## config.mk

```make
export PLATFORM = sky130hd
export DESIGN_NAME = cluster_ctrl_flat
export DESIGN_NICKNAME = d
export VERILOG_FILES = /design/src/logic/pulp_lite_pkg.sv /design/src/logic/lite_chan_if.sv /design/src/logic/cluster_ctrl.sv /design/src/flat_wrapper.sv
export SDC_FILE = /design/constraint.sdc
export NUM_CORES = 1
export LEC_CHECK = 0
export BUFFER_PORTS_ARGS = -buffer_cell sky130_fd_sc_hd__buf_4
export CORE_AREA = 2 2 73 75
export CTS_CLUSTER_SIZE = 24
export DETAILED_ROUTE_END_ITERATION = 16
export DIE_AREA = 0 0 75 77
export PLACE_DENSITY = 0.69
export SLEW_MARGIN = 20
export SYNTH_ARGS = -nofsm -noshare
export SYNTH_HDL_FRONTEND = slang
export SYNTH_SLANG_ARGS = --single-unit
```

## constraint.sdc

```tcl
create_clock -name clk_i -period 1.4 [get_ports clk_i]
set_clock_uncertainty 0.1 [all_clocks]
set_input_delay 0.07 -clock clk_i [delete_from_list [all_inputs] [get_ports clk_i]]
set_output_delay 0.07 -clock clk_i [all_outputs]
set_load 0.01 [all_outputs]
```

## src/logic/pulp_lite_pkg.sv

```systemverilog
`default_nettype none

package pulp_lite_pkg;

  // bus widths
  localparam int unsigned AXI_LITE_AW = 32;
  localparam int unsigned AXI_LITE_DW = 64;
  localparam int unsigned STRB_W      = AXI_LITE_DW / 8;
  localparam int unsigned N_CLUSTERS  = 4;

  typedef logic [AXI_LITE_AW-1:0] lite_addr_t;
  typedef logic [AXI_LITE_DW-1:0] lite_data_t;
  typedef logic [STRB_W-1:0]      lite_strb_t;
  typedef logic [N_CLUSTERS-1:0]  cluster_vec_t;

  // address map
  localparam lite_addr_t L2_BASE      = 32'h0000_0000;
  localparam lite_addr_t L2_SIZE      = 32'h0000_1000;
  localparam lite_addr_t CL_CTRL_BASE = 32'h1000_0000;
  localparam lite_addr_t CL_CTRL_SIZE = 32'h0000_0100;

  // l2 geometry, one 64-bit word per entry
  localparam int unsigned L2_WORDS = 512;
  localparam int unsigned L2_IDX_W = $clog2(L2_WORDS);
  localparam int unsigned L2_OFF_W = $clog2(STRB_W);

  // cluster control register offsets
  localparam lite_addr_t REG_FETCH_EN = 32'h00;
  localparam lite_addr_t REG_EOC      = 32'h08;
  localparam lite_addr_t REG_BUSY     = 32'h10;

  // AXI response codes
  typedef enum logic [1:0] {
    RESP_OKAY   = 2'b00,
    RESP_SLVERR = 2'b10
  } resp_t;

  typedef enum logic [1:0] {
    TGT_L2,
    TGT_CLUSTER,
    TGT_NONE
  } target_e;

  // accepted host request, from decoder to response stage
  typedef struct packed {
    logic    is_write;
    target_e target;
  } pending_t;

endpackage

`default_nettype wire

```

## src/logic/lite_chan_if.sv

```systemverilog
`timescale 1ns/1ps
`default_nettype none

// single-target channel, one request in flight
interface lite_chan_if;
  import pulp_lite_pkg::*;

  // request side, held until req_ready
  logic       req_valid;
  logic       req_ready;
  logic       write;
  lite_addr_t addr;
  lite_data_t wdata;
  lite_strb_t strb;

  // response side, one cycle after the handshake
  logic       rsp_valid;
  lite_data_t rdata;
  logic       err;

  modport decoder (
    output req_valid, write, addr, wdata, strb,
    input  req_ready
  );

  modport target (
    input  req_valid, write, addr, wdata, strb,
    output req_ready, rsp_valid, rdata, err
  );

  // no rsp_ready, the response stage always takes it
  modport collector (
    input rsp_valid, rdata, err
  );

endinterface

`default_nettype wire

```

## src/logic/cluster_ctrl.sv

```systemverilog
`timescale 1ns/1ps
`default_nettype none

module cluster_ctrl (
  input  logic                        clk_i,
  input  logic                        arst_n_i,
  lite_chan_if.target                 slv_i,
  output pulp_lite_pkg::cluster_vec_t cl_fetch_en_o,
  input  pulp_lite_pkg::cluster_vec_t cl_eoc_i,
  input  pulp_lite_pkg::cluster_vec_t cl_busy_i
);
  import pulp_lite_pkg::*;

  cluster_vec_t fetch_en_q;
  cluster_vec_t eoc_q;
  cluster_vec_t eoc_clr;
  lite_addr_t   off;
  logic         req_fire;
  logic         hit_fetch;
  logic         hit_eoc;
  logic         hit_busy;
  logic         rsp_valid_q;
  logic         err_q;
  lite_data_t   rdata_q;

  assign slv_i.req_ready = 1'b1;
  assign req_fire        = slv_i.req_valid && slv_i.req_ready;

  // register select from the offset in the control window
  assign off       = slv_i.addr - CL_CTRL_BASE;
  assign hit_fetch = off == REG_FETCH_EN;
  assign hit_eoc   = off == REG_EOC;
  assign hit_busy  = off == REG_BUSY;

  // write 1 to clear
  assign eoc_clr = (req_fire && slv_i.write && hit_eoc) ?
                   slv_i.wdata[N_CLUSTERS-1:0] : '0;

  always_ff @(posedge clk_i or negedge arst_n_i) begin
    if (!arst_n_i) begin
      fetch_en_q  <= '0;
      eoc_q       <= '0;
      rsp_valid_q <= 1'b0;
    end else begin
      rsp_valid_q <= req_fire;
      if (req_fire && slv_i.write && hit_fetch) begin
        fetch_en_q <= slv_i.wdata[N_CLUSTERS-1:0];
      end
      // a new eoc pulse beats a clear of the same bit
      eoc_q <= (eoc_q & ~eoc_clr) | cl_eoc_i;
    end
  end

  always_ff @(posedge clk_i) begin
    if (req_fire) begin
      err_q <= !(hit_fetch || hit_eoc || hit_busy);
      if (hit_fetch) begin
        rdata_q <= lite_data_t'(fetch_en_q);
      end else if (hit_eoc) begin
        rdata_q <= lite_data_t'(eoc_q);
      end else if (hit_busy) begin
        rdata_q <= lite_data_t'(cl_busy_i);
      end else begin
        rdata_q <= '0;
      end
    end
  end

  assign slv_i.rsp_valid = rsp_valid_q;
  assign slv_i.rdata     = rdata_q;
  assign slv_i.err       = err_q;
  assign cl_fetch_en_o   = fetch_en_q;

endmodule

`default_nettype wire

```

## src/flat_wrapper.sv

```systemverilog
// flat-port wrapper written by rule: the top's interface ports become plain ports
module cluster_ctrl_flat import pulp_lite_pkg::*;
  (clk_i, arst_n_i, cl_fetch_en_o, cl_eoc_i, cl_busy_i, slv_i_req_valid, slv_i_write, slv_i_addr, slv_i_wdata, slv_i_strb, slv_i_req_ready, slv_i_rsp_valid, slv_i_rdata, slv_i_err);
  lite_chan_if slv_i_i ();
  input  logic clk_i;
  input  logic arst_n_i;
  output pulp_lite_pkg::cluster_vec_t cl_fetch_en_o;
  input  pulp_lite_pkg::cluster_vec_t cl_eoc_i;
  input  pulp_lite_pkg::cluster_vec_t cl_busy_i;
  input wire logic [$bits(slv_i_i.req_valid)-1:0] slv_i_req_valid;
  input wire logic [$bits(slv_i_i.write)-1:0] slv_i_write;
  input wire logic [$bits(slv_i_i.addr)-1:0] slv_i_addr;
  input wire logic [$bits(slv_i_i.wdata)-1:0] slv_i_wdata;
  input wire logic [$bits(slv_i_i.strb)-1:0] slv_i_strb;
  output wire logic [$bits(slv_i_i.req_ready)-1:0] slv_i_req_ready;
  output wire logic [$bits(slv_i_i.rsp_valid)-1:0] slv_i_rsp_valid;
  output wire logic [$bits(slv_i_i.rdata)-1:0] slv_i_rdata;
  output wire logic [$bits(slv_i_i.err)-1:0] slv_i_err;
  assign slv_i_i.req_valid = slv_i_req_valid;
  assign slv_i_i.write = slv_i_write;
  assign slv_i_i.addr = slv_i_addr;
  assign slv_i_i.wdata = slv_i_wdata;
  assign slv_i_i.strb = slv_i_strb;
  assign slv_i_req_ready = slv_i_i.req_ready;
  assign slv_i_rsp_valid = slv_i_i.rsp_valid;
  assign slv_i_rdata = slv_i_i.rdata;
  assign slv_i_err = slv_i_i.err;
  cluster_ctrl u_core (.clk_i(clk_i), .arst_n_i(arst_n_i), .slv_i(slv_i_i), .cl_fetch_en_o(cl_fetch_en_o), .cl_eoc_i(cl_eoc_i), .cl_busy_i(cl_busy_i));
endmodule
```

# After elaboration in Yosys (flattened, before gate mapping)
# Index checks and enable logic that the tools add are counted.
# word_totals
reg_bits	74
input_bits	116
out_inout_bits	71
elab_cells	24
# classes
addsub	1
eq_ne	2
muxes	4
bitwise_logic	3
n_reduce_logical	8
# op_table
operator	n
equality test 32 x 4 -> 1 bit, second input constant	1
equality test 32 x 5 -> 1 bit, second input constant	1
zero test 32 bit	1
subtractor 32 x 29 -> 32 bit, second input constant	1
2-to-1 mux 4 bit	4
bitwise AND 4 bit	1
NOT 4 bit	1
OR 4 bit	1
logical AND 1 bit	3
logical OR 1 bit	2
OR reduction 2 bit	1
zero test 1 bit	1

# Depth between registers and ports, before layout
# depth
depth_word	7
ltp_mapped	5
mapped_depth_nobuf	4

# Worst setup path after synthesis
# No wires, ideal clock.
# synth_timing
kind	input to register
start	input port slv_i_addr[30]
end	register u_core.fetch_en_q[0], in the netlist u_core.cl_fetch_en_o[0]
setup_time_ns	0.125
t_arrival_ns	1.324
t_required_ns	1.175
path_slack_ns	-0.149
stages	4
path_buffers	0
path_cell_list	nor4_1 -> nand4_1 -> nor4b_4 -> mux2_2
# synth_between
elab_chain_len	3
# synth_lines
element	line	source
from (decl)	flat_wrapper.sv:12	input wire logic [$bits(slv_i_i.addr)-1:0] slv_i_addr;
subtractor 32 x 29 -> 32 bit	cluster_ctrl.sv:30	assign off = slv_i.addr - CL_CTRL_BASE;
zero test 32 bit	cluster_ctrl.sv:31	assign hit_fetch = off == REG_FETCH_EN;
logical AND 1 bit	cluster_ctrl.sv:46	if (req_fire && slv_i.write && hit_fetch) begin
to (signal assigned)	cluster_ctrl.sv:47	fetch_en_q <= slv_i.wdata[N_CLUSTERS-1:0];
to (decl)	cluster_ctrl.sv:14	cluster_vec_t fetch_en_q;
# No other way between the ends.
# A chain may end at the register's enable or synchronous reset.

# Worst setup path after layout
# layout_timing
start	input port slv_i_addr[1]
end	register u_core.fetch_en_q[2], in the netlist u_core.cl_fetch_en_o[2]
# Same word-level chain as after synthesis.

==> reports/results.tsv <==
stage	metric	value	unit
critical_path	arrival	1.44	ns
critical_path	reg2regPathDepth	4	
pwr	p_leak	0.879	nW
die	dieWidth	75	um
synthesis	netlist_instances	125	
timing	rsz0062_at_grt	true	
synthesis	ys_seq_area_frac	0.319	
routing	drt_iter0_drc	12	
global_routing	antenna_found_initial	0	
cells_and_area	fin_nets	319	
clock_tree	clockBufferDepth	2	
cells_and_area	final_cells	272	
synthesis	synth-seq-cells	14	
cells_and_area	final_core_util	0.367	
die	coreArea	4980	sq um
global_routing	grt_max_degree	12	
routing	first_pass_iters	4	
flow_run	drv_cap	0	
critical_path	r2r_slack	0.23	ns
pwr	p_int	0.000824	W
timing	tns	-0.0155	ns
critical_path	worst-setup-path-type	in2reg	
timing	setup_viol	3	
critical_path	rr_endpoint	u_core.slv_i.rdata[1]	
cells_and_area	fillers	501	
synthesis	netlist_area	1180	sq um
routing	via_count	989	
critical_path	cp-end-kind	register	
pwr	pwr-share-comb	0.265	
global_routing	first_global_vias	888	
placement	hpwlAfterDp	2320	um
cells_and_area	drive_gt1_frac	0.431	
critical_path	cp_max_fo	2	
clock_tree	cts-htree-levels	1	
pwr	switching_share	0.270	
placement	port_buffers	57	
pwr	clockPowerShare	0.351	
routing	post_drt_wl_per_cell	10.3	um
worst_hold_path	hold_path_class	in2reg	
die	ios	187	
global_routing	grt_pass1_wl	3800	um
clock_tree	clk_pin_slew	0.06	ns
timing	fin_crit_sh	1.01	
die	dieArea	5780	sq um
global_routing	track_usage	0.0864	
critical_path	cp.required	1.43	ns
pwr	cellPowerDensity	618	nW/um^2
timing	fmax	711	MHz
routing	drc	0	
timing	hold_violations	0	
pwr	seqPwrFrac	0.384	
placement	gp_congestion	0.749	
status	outcome	complete, but fails checks	
die	row_count	26	
synthesis	avgSynthCellArea	9.41	sq um
worst_hold_path	min-delay-start	cl_busy_i[2]	
die	start_util	0.236	
placement	dpl.cell_count	255	
critical_path	cp-start-kind	primary input	
timing	setup_ws	-0.00710	ns
status	violations	negative setup slack	
routing	wl	2800	um
synthesis	synth_cell_types	20	
clock_tree	clock_latency	0.25	ns
cells_and_area	num_antenna_cells	0	
pwr	ir_drop	0.000300	V
clock_tree	clock-sinks	14	
cells_and_area	syn_to_final_growth	55.2	%
routing	ant_nets	0	
timing	slew_violations	0	
die	die_height	77	um
global_routing	overflow	0	
clock_tree	cts-root-buf	clkbuf_8	
critical_path	r2r_start	u_core.eoc_q[1]	
clock_tree	cts_tree	yes	
timing	finalCriticalPeriod	1.41	ns
synthesis	yosysWarnings	0	
worst_hold_path	whs_endpoint	u_core.slv_i.rdata[2]	
worst_hold_path	hold_depth	3	
routing	vias_per_cell	3.64	
cells_and_area	fin_area	1830	sq um
placement	dp_slack	-0.405	ns
clock_tree	cts_buffers	3	
placement	placed_area	1530	sq um
pwr	p_switching	0.000305	W
==> cells by family after synthesis <==
| logic type | after synthesis | synth area share |
|---|---|---|
| buffers and inverters | 62 | 0.393 |
| other | 2 | 0.00639 |
| AND/OR/NAND/NOR | 30 | 0.161 |
| flip-flops | 14 | 0.319 |
| multiplexers | 8 | 0.0723 |
| AO/OA/AOI/OAI | 9 | 0.0489 |
==> per-stage QoR <==
stage,hold WS [ns],power [W]
finish,0.0414,0.00113
global placement,-0.200,0.000687
global route,0.0552,0.00118
detailed placement,-0.199,0.000690
CTS,0.0376,0.00112
floorplan,-0.326,0.000675
==> layout by cell type, fill, tap and decap left out, drive strengths merged, types with 2 or more instances in the layout <==
| cell type | count |
|---|---|
| a21oi | 4 |
| buf | 66 |
| clkbuf | 4 |
| conb | 61 |
| dfrtp | 9 |
| dlygate4sd3 | 10 |
| edfxtp | 5 |
| mux2 | 4 |
| mux2i | 4 |
| nand2b | 4 |
| nand3 | 4 |
| nand4 | 2 |
| nor2 | 9 |
| nor4 | 6 |
| nor4b | 2 |
| o31ai | 4 |
==> how the worst max path moves through the flow <==
| stage | start | end |
|---|---|---|
| finish | slv_i_addr[1] | u_core.cl_fetch_en_o[2] |
| global route | slv_i_addr[24] | u_core.cl_fetch_en_o[2] |
| CTS | slv_i_addr[1] | u_core.cl_fetch_en_o[2] |
| detailed placement | slv_i_addr[30] | u_core.cl_fetch_en_o[3] |
| global placement | slv_i_addr[30] | u_core.cl_fetch_en_o[1] |
| floorplan | slv_i_addr[5] | u_core.cl_fetch_en_o[0] |
==> per-layer routing <==
layer  vias up  wire length (um)  GRT usage
met4         0                 8     0.0161
met2        69              1530      0.161
li1        456                 -          -
met3         2               329     0.0329
met5         -                 0          0
met1       462               932     0.0899
==> power groups by stage <==
stage               combinational (W)  clock (W)  sequential (W)
floorplan                    0.000229          0        0.000445
global placement             0.000246          0        0.000441
detailed placement           0.000249          0        0.000441
CTS                          0.000287   0.000399        0.000433
global route                 0.000328   0.000420        0.000434
finish                       0.000300   0.000396        0.000433
==> synth_stat cells <==
cell type / count / area, sq um
dfrtp_1: 9 / 225
nand3_1: 4 / 20.0
o31ai_1: 4 / 30.0
conb_1: 2 / 7.51
or2_1: 1 / 6.26
and3b_1: 1 / 8.76
mux2i_1: 4 / 40.0
edfxtp_1: 5 / 150
nor4_1: 6 / 37.5
mux2_2: 4 / 45.0
nand2b_1: 4 / 25.0
a21o_1: 1 / 7.51
nor2_1: 9 / 33.8
nand4_1: 2 / 12.5
nor4b_2: 1 / 15.0
nor4b_4: 1 / 23.8
a21oi_1: 4 / 20.0
buf_4: 61 / 458
buf_1: 1 / 3.75
nor2b_1: 1 / 6.26
==> worst max-delay path: stages <==
cell and delay, ns:
buf_6 0.10, nor4_4 0.26, nand4_1 0.23, nor4b_4 0.32, buf_4 0.17, mux2_4 0.29
==> timing repair <==
item	4_1_cts	5_1_grt
setup endpoints to repair	9	9
pin swaps	5	7
hold endpoints to repair	23	0
gates resized for setup	13	12
hold buffers	10	0
buffers inserted	2	1
==> state kept, by name, summed over array words and instances (netlist names) <==
register and cells:
u_core.cl_fetch_en_o 4, u_core.eoc_q 4, u_core.slv_i.rdata 4, u_core.slv_i.err 1, u_core.slv_i.rsp_valid 1
==> final cells by class <==
type                       instances  area [sq um]  area share
multi-input combinational        108           678       0.371
clock buffer                       4          55.1      0.0302
timing repair buffer              76           629       0.345
tap                               70          87.6      0.0480
sequential                        14           375       0.206
(Power assumes the default switching activity.)
