### src/logic/pulp_lite_pkg.sv
`default_nettype none

package pulp_lite_pkg;

  // bus widths
  localparam int unsigned AXI_LITE_AW = 32;
  localparam int unsigned AXI_LITE_DW = 64;
  localparam int unsigned STRB_W      = AXI_LITE_DW / 8;
  localparam int unsigned N_CLUSTERS  = 4;

  typedef logic [AXI_LITE_AW-1:0] lite_addr_t;
  typedef logic [AXI_LITE_DW-1:0] lite_data_t;
  typedef logic [STRB_W-1:0]      lite_strb_t;
  typedef logic [N_CLUSTERS-1:0]  cluster_vec_t;

  // address map
  localparam lite_addr_t L2_BASE      = 32'h0000_0000;
  localparam lite_addr_t L2_SIZE      = 32'h0000_1000;
  localparam lite_addr_t CL_CTRL_BASE = 32'h1000_0000;
  localparam lite_addr_t CL_CTRL_SIZE = 32'h0000_0100;

  // l2 geometry, one 64-bit word per entry
  localparam int unsigned L2_WORDS = 512;
  localparam int unsigned L2_IDX_W = $clog2(L2_WORDS);
  localparam int unsigned L2_OFF_W = $clog2(STRB_W);

  // cluster control register offsets
  localparam lite_addr_t REG_FETCH_EN = 32'h00;
  localparam lite_addr_t REG_EOC      = 32'h08;
  localparam lite_addr_t REG_BUSY     = 32'h10;

  // AXI response codes
  typedef enum logic [1:0] {
    RESP_OKAY   = 2'b00,
    RESP_SLVERR = 2'b10
  } resp_t;

  typedef enum logic [1:0] {
    TGT_L2,
    TGT_CLUSTER,
    TGT_NONE
  } target_e;

  // accepted host request, from decoder to response stage
  typedef struct packed {
    logic    is_write;
    target_e target;
  } pending_t;

endpackage

`default_nettype wire

### src/logic/lite_chan_if.sv
`timescale 1ns/1ps
`default_nettype none

// single-target channel, one request in flight
interface lite_chan_if;
  import pulp_lite_pkg::*;

  // request side, held until req_ready
  logic       req_valid;
  logic       req_ready;
  logic       write;
  lite_addr_t addr;
  lite_data_t wdata;
  lite_strb_t strb;

  // response side, one cycle after the handshake
  logic       rsp_valid;
  lite_data_t rdata;
  logic       err;

  modport decoder (
    output req_valid, write, addr, wdata, strb,
    input  req_ready
  );

  modport target (
    input  req_valid, write, addr, wdata, strb,
    output req_ready, rsp_valid, rdata, err
  );

  // no rsp_ready, the response stage always takes it
  modport collector (
    input rsp_valid, rdata, err
  );

endinterface

`default_nettype wire

### src/logic/soc_bus_decode.sv
`timescale 1ns/1ps
`default_nettype none

module soc_bus_decode (
  input  logic                      clk_i,
  input  logic                      arst_n_i,
  input  logic                      aw_valid_i,
  output logic                      aw_ready_o,
  input  pulp_lite_pkg::lite_addr_t aw_addr_i,
  input  logic                      w_valid_i,
  output logic                      w_ready_o,
  input  pulp_lite_pkg::lite_data_t w_data_i,
  input  pulp_lite_pkg::lite_strb_t w_strb_i,
  input  logic                      ar_valid_i,
  output logic                      ar_ready_o,
  input  pulp_lite_pkg::lite_addr_t ar_addr_i,
  lite_chan_if.decoder              l2_o,
  lite_chan_if.decoder              cl_o,
  output pulp_lite_pkg::pending_t   pend_o,
  output logic                      pend_valid_o,
  input  logic                      done_i
);
  import pulp_lite_pkg::*;

  logic       busy_q;
  logic       wr_accept;
  logic       rd_accept;
  logic       accept;
  lite_addr_t sel_addr;
  target_e    sel_tgt;
  logic       l2_valid_q;
  logic       cl_valid_q;
  logic       write_q;
  lite_addr_t addr_q;
  lite_data_t wdata_q;
  lite_strb_t strb_q;

  // aw and w are taken together
  // writes win over reads
  assign wr_accept  = !busy_q && aw_valid_i && w_valid_i;
  assign rd_accept  = !busy_q && ar_valid_i && !(aw_valid_i && w_valid_i);
  assign accept     = wr_accept || rd_accept;
  assign aw_ready_o = wr_accept;
  assign w_ready_o  = wr_accept;
  assign ar_ready_o = rd_accept;
  assign sel_addr   = wr_accept ? aw_addr_i : ar_addr_i;

  always_comb begin
    if ((sel_addr - L2_BASE) < L2_SIZE) begin
      sel_tgt = TGT_L2;
    end else if ((sel_addr - CL_CTRL_BASE) < CL_CTRL_SIZE) begin
      sel_tgt = TGT_CLUSTER;
    end else begin
      sel_tgt = TGT_NONE;
    end
  end

  assign pend_o       = '{is_write: wr_accept, target: sel_tgt};
  assign pend_valid_o = accept;

  always_ff @(posedge clk_i or negedge arst_n_i) begin
    if (!arst_n_i) begin
      busy_q     <= 1'b0;
      l2_valid_q <= 1'b0;
      cl_valid_q <= 1'b0;
    end else begin
      // busy from acceptance until the host takes the response
      if (accept) begin
        busy_q <= 1'b1;
      end else if (done_i) begin
        busy_q <= 1'b0;
      end
      if (accept && sel_tgt == TGT_L2) begin
        l2_valid_q <= 1'b1;
      end else if (l2_valid_q && l2_o.req_ready) begin
        l2_valid_q <= 1'b0;
      end
      if (accept && sel_tgt == TGT_CLUSTER) begin
        cl_valid_q <= 1'b1;
      end else if (cl_valid_q && cl_o.req_ready) begin
        cl_valid_q <= 1'b0;
      end
    end
  end

  always_ff @(posedge clk_i) begin
    if (accept) begin
      write_q <= wr_accept;
      addr_q  <= sel_addr;
      wdata_q <= w_data_i;
      // reads carry no strobes
      strb_q  <= wr_accept ? w_strb_i : '0;
    end
  end

  // both channels share one payload
  // only one valid rises
  assign l2_o.req_valid = l2_valid_q;
  assign l2_o.write     = write_q;
  assign l2_o.addr      = addr_q;
  assign l2_o.wdata     = wdata_q;
  assign l2_o.strb      = strb_q;
  assign cl_o.req_valid = cl_valid_q;
  assign cl_o.write     = write_q;
  assign cl_o.addr      = addr_q;
  assign cl_o.wdata     = wdata_q;
  assign cl_o.strb      = strb_q;

  l2_req_held: assert property (@(posedge clk_i) disable iff (!arst_n_i)
    l2_o.req_valid && !l2_o.req_ready |=>
      l2_o.req_valid && $stable(l2_o.write) && $stable(l2_o.addr) &&
      $stable(l2_o.wdata) && $stable(l2_o.strb));
  cl_req_held: assert property (@(posedge clk_i) disable iff (!arst_n_i)
    cl_o.req_valid && !cl_o.req_ready |=>
      cl_o.req_valid && $stable(cl_o.write) && $stable(cl_o.addr) &&
      $stable(cl_o.wdata) && $stable(cl_o.strb));

endmodule

`default_nettype wire

### src/flat_wrapper.sv
// flat-port wrapper written by rule: the top's interface ports become plain ports
module soc_bus_decode_flat import pulp_lite_pkg::*;
  (clk_i, arst_n_i, aw_valid_i, aw_ready_o, aw_addr_i, w_valid_i, w_ready_o, w_data_i, w_strb_i, ar_valid_i, ar_ready_o, ar_addr_i, pend_o, pend_valid_o, done_i, l2_o_req_valid, l2_o_write, l2_o_addr, l2_o_wdata, l2_o_strb, l2_o_req_ready, cl_o_req_valid, cl_o_write, cl_o_addr, cl_o_wdata, cl_o_strb, cl_o_req_ready);
  lite_chan_if l2_o_i ();
  lite_chan_if cl_o_i ();
  input  logic clk_i;
  input  logic arst_n_i;
  input  logic aw_valid_i;
  output logic aw_ready_o;
  input  pulp_lite_pkg::lite_addr_t aw_addr_i;
  input  logic w_valid_i;
  output logic w_ready_o;
  input  pulp_lite_pkg::lite_data_t w_data_i;
  input  pulp_lite_pkg::lite_strb_t w_strb_i;
  input  logic ar_valid_i;
  output logic ar_ready_o;
  input  pulp_lite_pkg::lite_addr_t ar_addr_i;
  output pulp_lite_pkg::pending_t pend_o;
  output logic pend_valid_o;
  input  logic done_i;
  output wire logic [$bits(l2_o_i.req_valid)-1:0] l2_o_req_valid;
  output wire logic [$bits(l2_o_i.write)-1:0] l2_o_write;
  output wire logic [$bits(l2_o_i.addr)-1:0] l2_o_addr;
  output wire logic [$bits(l2_o_i.wdata)-1:0] l2_o_wdata;
  output wire logic [$bits(l2_o_i.strb)-1:0] l2_o_strb;
  input wire logic [$bits(l2_o_i.req_ready)-1:0] l2_o_req_ready;
  output wire logic [$bits(cl_o_i.req_valid)-1:0] cl_o_req_valid;
  output wire logic [$bits(cl_o_i.write)-1:0] cl_o_write;
  output wire logic [$bits(cl_o_i.addr)-1:0] cl_o_addr;
  output wire logic [$bits(cl_o_i.wdata)-1:0] cl_o_wdata;
  output wire logic [$bits(cl_o_i.strb)-1:0] cl_o_strb;
  input wire logic [$bits(cl_o_i.req_ready)-1:0] cl_o_req_ready;
  assign l2_o_req_valid = l2_o_i.req_valid;
  assign l2_o_write = l2_o_i.write;
  assign l2_o_addr = l2_o_i.addr;
  assign l2_o_wdata = l2_o_i.wdata;
  assign l2_o_strb = l2_o_i.strb;
  assign l2_o_i.req_ready = l2_o_req_ready;
  assign cl_o_req_valid = cl_o_i.req_valid;
  assign cl_o_write = cl_o_i.write;
  assign cl_o_addr = cl_o_i.addr;
  assign cl_o_wdata = cl_o_i.wdata;
  assign cl_o_strb = cl_o_i.strb;
  assign cl_o_i.req_ready = cl_o_req_ready;
  soc_bus_decode u_core (.clk_i(clk_i), .arst_n_i(arst_n_i), .aw_valid_i(aw_valid_i), .aw_ready_o(aw_ready_o), .aw_addr_i(aw_addr_i), .w_valid_i(w_valid_i), .w_ready_o(w_ready_o), .w_data_i(w_data_i), .w_strb_i(w_strb_i), .ar_valid_i(ar_valid_i), .ar_ready_o(ar_ready_o), .ar_addr_i(ar_addr_i), .l2_o(l2_o_i), .cl_o(cl_o_i), .pend_o(pend_o), .pend_valid_o(pend_valid_o), .done_i(done_i));
endmodule
### config.mk
export PLATFORM = sky130hd
export DESIGN_NAME = soc_bus_decode_flat
export DESIGN_NICKNAME = d
export VERILOG_FILES = /design/src/logic/pulp_lite_pkg.sv /design/src/logic/lite_chan_if.sv /design/src/logic/soc_bus_decode.sv /design/src/flat_wrapper.sv
export SDC_FILE = /design/constraint.sdc
export NUM_CORES = 1
export LEC_CHECK = 0
export BUFFER_PORTS_ARGS = -buffer_cell sky130_fd_sc_hd__buf_2
export CORE_AREA = 2 2 140 142
export DETAILED_ROUTE_END_ITERATION = 8
export DIE_AREA = 0 0 142 144
export PLACE_DENSITY_LB_ADDON = 0.2
export SYNTH_ARGS = -nofsm -noshare
export SYNTH_HDL_FRONTEND = slang
export SYNTH_SLANG_ARGS = --single-unit
### constraint.sdc
create_clock -name clk_i -period 3.57 [get_ports clk_i]
set_input_delay 0.5355 -clock clk_i [delete_from_list [all_inputs] [get_ports clk_i]]
set_output_delay 0.5355 -clock clk_i [all_outputs]
set_load 0.005 [all_outputs]
======== Yosys cells after proc, flatten, opt, wreduce, memory -nomap -nowiden ========
Cells that the tools add are included.
word-level totals
  register bits ........................... 108
  output and inout port bits .............. 219
  bits of input ports ..................... 144
cells by class
  muxes and demuxes ....................... 9
  equal/unequal tests ..................... 1
  $lt $le $gt $ge ......................... 2
  $add $sub $neg .......................... 1
  reductions and logical operators ........ 16
operators by type and width
  kind                    count
  $lt 32x13->1 const B    1
  $lt 32x9->1 const B     1
  $mux 32                 1
  $sub 32x29->32 const B  1
  $logic_and 1x1->1       9
  $mux 1                  6
  $reduce_bool 2->1       3
  $mux 2                  2
  $eq 2x1->1 const B      1
  $logic_not 1->1         2
  $logic_not 2->1         1
  $logic_or 1x1->1        1

======== Longest topological paths before layout ========
Gate-level depths: netlist (run 1).
  depth after elaboration ................. 11
  mapped depth ............................ 6

======== Worst setup path before layout (run 1) ========
No wires, ideal clock.
  path type ............................... input to output
  start point ............................. input port w_valid_i
  end point ............................... output port pend_valid_o
  slack ................................... 0.009 ns
  arrival time ............................ 3.026 ns
  stages .................................. 4
  path buffers ............................ 1
  required time ........................... 3.034 ns
  cell sequence ........................... and2_1 clkbuf_1 o21ai_1 inv_1
on the way
  longest elaborated chain between the ends .. 4
  elaborated cells between the ends (all ways) .. 5
ends and longest elaborated chain
  element               line                  text
  start: declaration    flat_wrapper.sv:11    input logic w_valid_i;
  $logic_and 1x1->1     soc_bus_decode.sv:41  assign rd_accept = !busy_q && ar_valid_i && !(aw_valid_i && w_valid_i);
  $logic_not 1->1       soc_bus_decode.sv:41
  $logic_and 1x1->1     soc_bus_decode.sv:41
  $logic_or 1x1->1 (*)  soc_bus_decode.sv:42  assign accept = wr_accept || rd_accept;
  end: declaration      flat_wrapper.sv:19    output logic pend_valid_o;
Mark *: on every way between the ends. The rest lies on a longest branch, timed or not.

==> results of run 1 <==
[per-stage QoR]
stage / std cells / cell area [sq um] / power, mW / utilization / hold WS (ps)
after CTS: 872 / 6382 / 3.320 / 0.3345 / 331.8
final: 873 / 6385 / 3.259 / 0.3346 / 348.1
after global placement: 855 / 6060 / 2.253 / 0.3176 / 331.9
after detailed placement: 855 / 6060 / 2.255 / 0.3176 / 339.5
after floorplan: 365 / 4727 / 2.014 / - / 239.9
after global routing: 872 / 6382 / 3.431 / 0.3345 / 330.8
[power groups by stage]
| stage | combinational, mW | sequential [mW] | clock, mW |
|---|---|---|---|
| 2_1_floorplan | 0.313 | 1.70 | 0 |
| 3_3_place_gp | 0.573 | 1.68 | 0 |
| 3_5_place_dp | 0.569 | 1.69 | 0 |
| 4_1_cts | 0.570 | 1.66 | 1.09 |
| 5_1_grt | 0.619 | 1.67 | 1.14 |
| 6_report | 0.554 | 1.66 | 1.05 |
[flip-flops by register name, indices dropped and copies added (netlist names)]
register and cells:
u_core.l2_o.req_valid 1, u_core.cl_o.write 1, u_core.cl_o.strb 8, u_core.cl_o.addr 32
u_core.cl_o.wdata 64, u_core.busy_q 1, u_core.cl_o.req_valid 1
[cells by family after synthesis]
group | count (synthesis)
compound gates | 8
buf+inv | 121
flops | 108
simple gates | 128
[synth_stat cells, types with 2 or more instances]
cell type  count  area (sq um)
and3_1        10         62.56
buf_4        107         803.3
clkbuf_1       9         33.78
dfrtp_1        3         75.07
edfxtp_1     105          3153
inv_1          5         18.77
nand2_1       98         367.9
nor3_1         4         20.02
nor4_1         5         31.28
nor4_2         2         25.02
nor4b_1        2         17.52
o32ai_1        2         17.52
[metal layers]
| layer | vias to the layer above | part of all wire | track usage |
|---|---|---|---|
| met4 | 6 | 0.016 | 0.05737 |
| li1 | 1675 | - | - |
| met3 | 18 | 0.061 | 0.03311 |
| met2 | 198 | 0.54 | 0.2525 |
| met5 | - | 0.0031 | 0 |
| met1 | 1708 | 0.38 | 0.1463 |
[final timing paths]
check | start | end
max | u_core.busy_q$_DFFE_PN0P_ | pend_o[1]
min | w_data_i[17] | u_core.cl_o.wdata[17]$_DFFE_PP_
max reg2reg | u_core.busy_q$_DFFE_PN0P_ | u_core.cl_o.wdata[27]$_DFFE_PP_
min reg2reg | u_core.l2_o.req_valid$_DFFE_PN0P_ | u_core.l2_o.req_valid$_DFFE_PN0P_
max in group asynchronous | arst_n_i | u_core.cl_o.req_valid$_DFFE_PN0P_
min in group asynchronous | arst_n_i | u_core.busy_q$_DFFE_PN0P_
[cell type report]
class                   count  area (sq um)
diodes                      1         2.502
flip-flops and latches    108          3228
fillers                  1940         12690
inverters                   5         21.27
repair buffers            369          1879
clock buffers              10         229.0
multi-input cells         136         643.1
well taps                 238         297.8
clock inverters             6         83.83
[worst register-to-register path, stage by stage, from the launching register on]
cell	delay [ps]
dfrtp_1	380
inv_1	200
o21ai_1	220
inv_4	280
buf_4	510
==> flow_metrics.py, run 1 <==
metrics = {
    "power_and_ir_drop": {
        "ir_drop_mv": 0.2120,
        "power.internal_mw": 2.399,
        "power_switching_uw": 860.0,
        "combPwrFrac": 0.170,
        "power.density_nw_per_um2": 510.5,
        "netSwitchingFraction": 0.2639,
        "pwr-share-clk": 0.322,
        "p_seq_frac": 0.508,
        "leakagePower_nw": 3.052,
    },
    "global_routing": {
        "grt_max_degree": 51,
        "antenna_found_initial": 4,
        "grt_pass1_wl_microns": 19890,
        "track_usage": 0.1355,
        "grt_pass1_vias": 3370,
        "gr-total-overflow": 0,
    },
    "clock_network": {
        "numCtsBuffers": 9,
        "hold_buffers": 1,
        "htree_levels": 3,
        "numClockSinks": 108,
        "ctsResizeCount": 0,
        "insertion_delay_ps": 350,
        "cts_tree": "built",
        "clk_pin_slew_ps": 80,
        "cts_root_buf": "clkbuf_16",
        "cts_setup_buffers": 0,
        "cts_buffer_depth": 2,
    },
    "yosys": {
        "ys.flop_type": "edfxtp_1",
        "synth_top_family_by_area": "buffers and inverters",
        "synth_compound_area_frac": 0.01165,
        "synthArstFlopShare": 0.02778,
        "yosysWarnings": 0,
        "synthXorXnorAreaFrac": 0,
        "synth-simple-area-share": 0.1244,
        "syn_area_sq_um": 4727,
        "synth.avg_cell_area_sq_um": 12.95,
        "synth.mux.area_fraction": 0,
        "synthCells": 365,
        "synthAdderAreaFrac": 0,
        "syn_nets": 509,
        "synth_seq_cells": 108,
        "synth.distinct_cells": 25,
        "synth_edf_count": 105,
        "synth_seq_area_share": 0.6829,
    },
    "detailed_routing": {
        "num_vias": 3605,
        "wire_per_inst_microns": 16.77,
        "drtIter0Drc": 131,
        "dr.pass1.iters": 4,
        "wl_microns": 14640,
        "routed_via_density": 4.129,
        "drc": 0,
        "drtAntennaViolNets": 0,
    },
    "run_status": {
        "status": "finished clean",
    },
    "finish": {
        "drive_gt1_frac": 0.6136,
        "layout_commonest_cell": "buf_2",
        "final_cell_mix": "buf_2 (362), edfxtp_1 (105), nand2_1 (98)",
        "final_nets": 773,
        "area_delta_synth_final_pct": 35.07,
    },
    "timing": {
        "rsz0062_at_grt": "no",
        "hold_viol_final": 0,
        "worst_clock_skew_ps": 6.848,
        "setup_ws_ps": 963.0,
        "finalSetupViolations": 0,
        "final.setup.tns_ps": 0,
        "fmax_mhz": 383.6,
        "slew_headroom": 0.5318,
        "fin_crit_sh": 0.7302,
        "slew_violations": 0,
        "period_needed_ps": 2607,
        "tightest_slew_ps": 692.5,
    },
    "worst_setup_path": {
        "crit_fanout": 23,
        "reg2reg_depth": 4,
        "max_stage_delay_ps": 380,
        "cp.required_ps": 3030,
        "path_class": "reg -> out",
        "critical-path-top-delay-family": "simple AND/OR/NAND/NOR gates",
        "crit_slowest_cell": "dfrtp_1",
        "path_buf_inv": 2,
        "regToRegSetupSlack_ps": 1590,
        "crit_cells": 6,
        "path_cells": "nand3b_1 -> buf_4 -> nor4_2 -> a21oi_2 -> a21o_1 -> buf_2",
        "worst_setup_path_start_kind": "flip-flop",
        "cp-end-kind": "output pin",
        "crit_arrival_ps": 2070,
    },
    "floorplanning": {
        "die_w_microns": 142,
        "die_area_sq_um": 20450,
        "core_sq_um": 19080,
        "die-height_microns": 144,
        "ioPinCount": 363,
        "std_cell_rows": 51,
        "initial_core_util": 0.2478,
    },
    "worst_hold_path": {
        "hold_depth": 1,
        "hold_class": "in -> reg",
    },
    "placement": {
        "portBuffers": 362,
        "gp_congestion": 0.7488,
        "dp_hpwl_microns": 11990,
        "post-place-ws_ps": 1025,
    },
    "job": {
        "drv_cap": 0,
    },
}
Power figures use the tool's default switching activity.
==> run 2, diff against run 1 <==
Settings changed: ABC_AREA from default to 1, CORE_AREA 2 2 140 142 to 2 2 142 144, DIE_AREA 0 0 142 144 to 0 0 144 146.
Clock period 3.57 ns to 2.2 ns, I/O delays scaled along.
==> run 2 against run 1 <==
- the flow now finishes with violations (setup timing)
- setup slack worse by 1100 ps
- global-route usage is 0.22 points lower
- critical path depth up 4
- utilization increased by 1.2 points
- final cell count increased by 9.0%
==> flow_metrics.py, run 2 <==
metrics = {
    "timing": {
        "slew_headroom": 0.7806,
        "fin_crit_sh": 1.042,
        "finalSetupViolations": 2,
        "hold_viol_final": 0,
        "period_needed_ps": 2293,
        "rsz0062_at_grt": "yes",
        "hold_slack_ps": 146.4,
        "worst_clock_skew_ps": 7.743,
        "tightest_slew_ps": 329.0,
        "slew_violations": 0,
        "fmax_mhz": 436.1,
        "setup_ws_ps": -93.29,
    },
    "yosys": {
        "syn_area_sq_um": 4827,
        "synth_common_cells": "buf_4 (108), edfxtp_1 (105), nand2_1 (103)",
        "synth_seq_area_share": 0.6687,
        "yosysWarnings": 0,
        "ys_top_cells_by_area": "edfxtp_1 (65%), buf_4 (17%), nand2_1 (8.0%)",
        "yosys.area.top_type": "edfxtp_1",
        "ys.flop_type": "edfxtp_1",
        "syn_nets": 549,
        "synthCells": 405,
        "yosysTopAreaCellShare": 0.6532,
        "synthArstFlopShare": 0.02778,
        "synth.avg_cell_area_sq_um": 11.92,
        "synth.distinct_cells": 19,
        "synth_seq_cells": 108,
        "yosysMostFrequentCell": "buf_4",
        "synth_edf_count": 105,
    },
    "finish": {
        "layout_commonest_cell": "buf_2",
        "nFillCells": 2013,
        "largest_register_ffs": 64,
        "area_delta_synth_final_pct": 38.67,
        "final_nets": 825,
        "final_cell_mix": "buf_2 (362), edfxtp_1 (105), nand2_1 (96)",
        "fin_cells": 952,
        "drive_gt1_frac": 0.6079,
        "utilization": 0.3462,
    },
    "worst_setup_path": {
        "path_buf_inv": 3,
        "crit_arrival_ps": 1960,
        "path_cells": "inv_2 -> nand3_4 -> buf_12 -> o21ai_2 -> nand2_1 -> nor2_1 -> nand2_1 -> nor2_2 -> and2_1 -> buf_2",
        "crit_fanout": 20,
        "worst_setup_path_start_kind": "flip-flop",
        "path_class": "reg -> out",
        "max_stage_delay_ps": 430,
        "cp-end-kind": "output pin",
        "cp.required_ps": 1870,
        "crit_top_cell": "nand2_1",
        "crit_slowest_cell": "dfrtp_1",
        "critical-path-top-delay-family": "simple AND/OR/NAND/NOR gates",
    },
    "global_routing": {
        "grt_max_degree": 58,
        "gr-total-overflow": 0,
        "grt_pass1_vias": 3654,
        "grt_pass1_wl_microns": 20700,
        "track_usage": 0.1333,
        "antenna_found_initial": 1,
    },
    "clock_network": {
        "cts_tree": "built",
        "numClockSinks": 108,
        "cts_root_buf": "clkbuf_16",
        "numCtsBuffers": 9,
        "htree_levels": 3,
        "insertion_delay_ps": 350,
        "cts_buffer_depth": 2,
        "clk_pin_slew_ps": 80,
    },
    "run_status": {
        "violations": "setup timing",
        "status": "finished with violations",
    },
    "floorplanning": {
        "die-height_microns": 146,
        "std_cell_rows": 51,
        "die_w_microns": 144,
        "die_area_sq_um": 21020,
        "core_sq_um": 19330,
        "ioPinCount": 363,
        "initial_core_util": 0.2497,
    },
    "worst_hold_path": {
        "hold_class": "in -> reg",
    },
    "detailed_routing": {
        "drc": 0,
        "dr.pass1.iters": 4,
        "wl_microns": 14630,
        "routed_via_density": 3.854,
        "drtAntennaViolNets": 0,
        "drtIter0Drc": 95,
        "wire_per_inst_microns": 15.37,
        "num_vias": 3669,
    },
    "placement": {
        "dp_hpwl_microns": 12110,
        "dp_cells": 931,
        "portBuffers": 362,
        "gp_congestion": 0.8215,
    },
    "job": {
        "drv_cap": 0,
    },
    "power_and_ir_drop": {
        "ir_drop_mv": 0.3158,
        "leakagePower_nw": 3.307,
        "finalPower_mw": 5.379,
        "power.density_nw_per_um2": 803.5,
    },
}
[run 2: changes by cell type in the layout (fill, tap and decap cells not counted), sizes merged, moves of 7 or more]
cell,change
and3,-10
buf,+10
inv,+36
nand2,+7
nand3,+7
nor2,+22
nor4,-8
[run 2: cell type report]
cell class / count / area [sq um] / area share
Timing Repair Buffer: 379 / 2024 / 0.3024
Clock buffer: 10 / 229.0 / 0.03421
Tap cell: 265 / 331.6 / 0.04953
Inverter: 40 / 153.9 / 0.02299
Antenna cell: 1 / 2.502 / 0.0003738
Clock inverter: 6 / 77.57 / 0.01159
Sequential cell: 108 / 3228 / 0.4822
Multi-Input combinational cell: 143 / 646.9 / 0.09664
[run 2: metrics by stage]
step                      worst slack (ps)  instance area, sq um  TNS, ps
after floorplan                     -600.4                  4862   -64190
after global placement               228.3                  6304        0
after detailed placement             208.5                  6304        0
after CTS                           -105.6                  6659   -175.2
after global routing                -241.9                  6694   -436.8
final                               -93.29                  6694   -141.2
[run 2: cells by family (layout without fill, tap and decap cells)]
kind of cell	after synthesis	in the layout	share of synthesized area
buf+inv	154	435	0.2089
compound gates	6	6	0.007775
flops	108	108	0.6687
other cells	0	1	0
simple gates	137	137	0.1146
[run 2: routing by layer]
metal / up-vias / GRT usage / share of wire
met4: 0 / 0.04314 / 0.011
li1: 1749 / - / -
met5: - / 0 / 0
met3: 10 / 0.02665 / 0.064
met1: 1717 / 0.1462 / 0.38
met2: 193 / 0.2526 / 0.55
[run 2: what timing repair did]
| item | 4_1_cts | 5_1_grt |
|---|---|---|
| endpoints found under the setup margin | 2 | 2 |
| gates resized for setup | 5 | 9 |
| pin swaps | 8 | 1 |
| hold endpoints to repair | 3 | 0 |
| gates cloned | 0 | 0 |
| buffers inserted | 2 | 1 |
| hold buffers | 1 | 0 |
[run 2: final timing paths]
| check | start | cells past startpoint | slack, ps | endpoint |
|---|---|---|---|---|
| max in group asynchronous | arst_n_i | 2 | 1800 | u_core.l2_o.req_valid$_DFFE_PN0P_ |
| setup / recovery | u_core.busy_q$_DFFE_PN0P_ | 10 | -90 | pend_o[0] |
| setup reg to reg | u_core.busy_q$_DFFE_PN0P_ | 12 | 460 | u_core.cl_o.req_valid$_DFFE_PN0P_ |
| min in group asynchronous | arst_n_i | 2 | 290 | u_core.busy_q$_DFFE_PN0P_ |
| hold reg to reg | u_core.l2_o.req_valid$_DFFE_PN0P_ | 2 | 500 | u_core.l2_o.req_valid$_DFFE_PN0P_ |
| hold / removal | w_data_i[51] | 1 | 150 | u_core.cl_o.wdata[51]$_DFFE_PP_ |
[run 2: power breakdown]
group | total, mW | internal [mW] | switching [mW]
Sequential | 2.69 | 2.56 | 0.132
Clock | 1.68 | 0.909 | 0.775
Combinational | 1.00 | 0.489 | 0.514
Total | 5.38 | 3.96 | 1.42
[run 2: worst register-to-register path, stage by stage (launching register included)]
cell	delay, ps
dfrtp_1	430
inv_2	100
nand3_4	100
buf_12	180
nand2_1	70
nand2_1	60
nor2_1	140
nand3_2	110
nor2_2	140
buf_4	130
buf_4	90
nand3_1	70
nand2_1	70
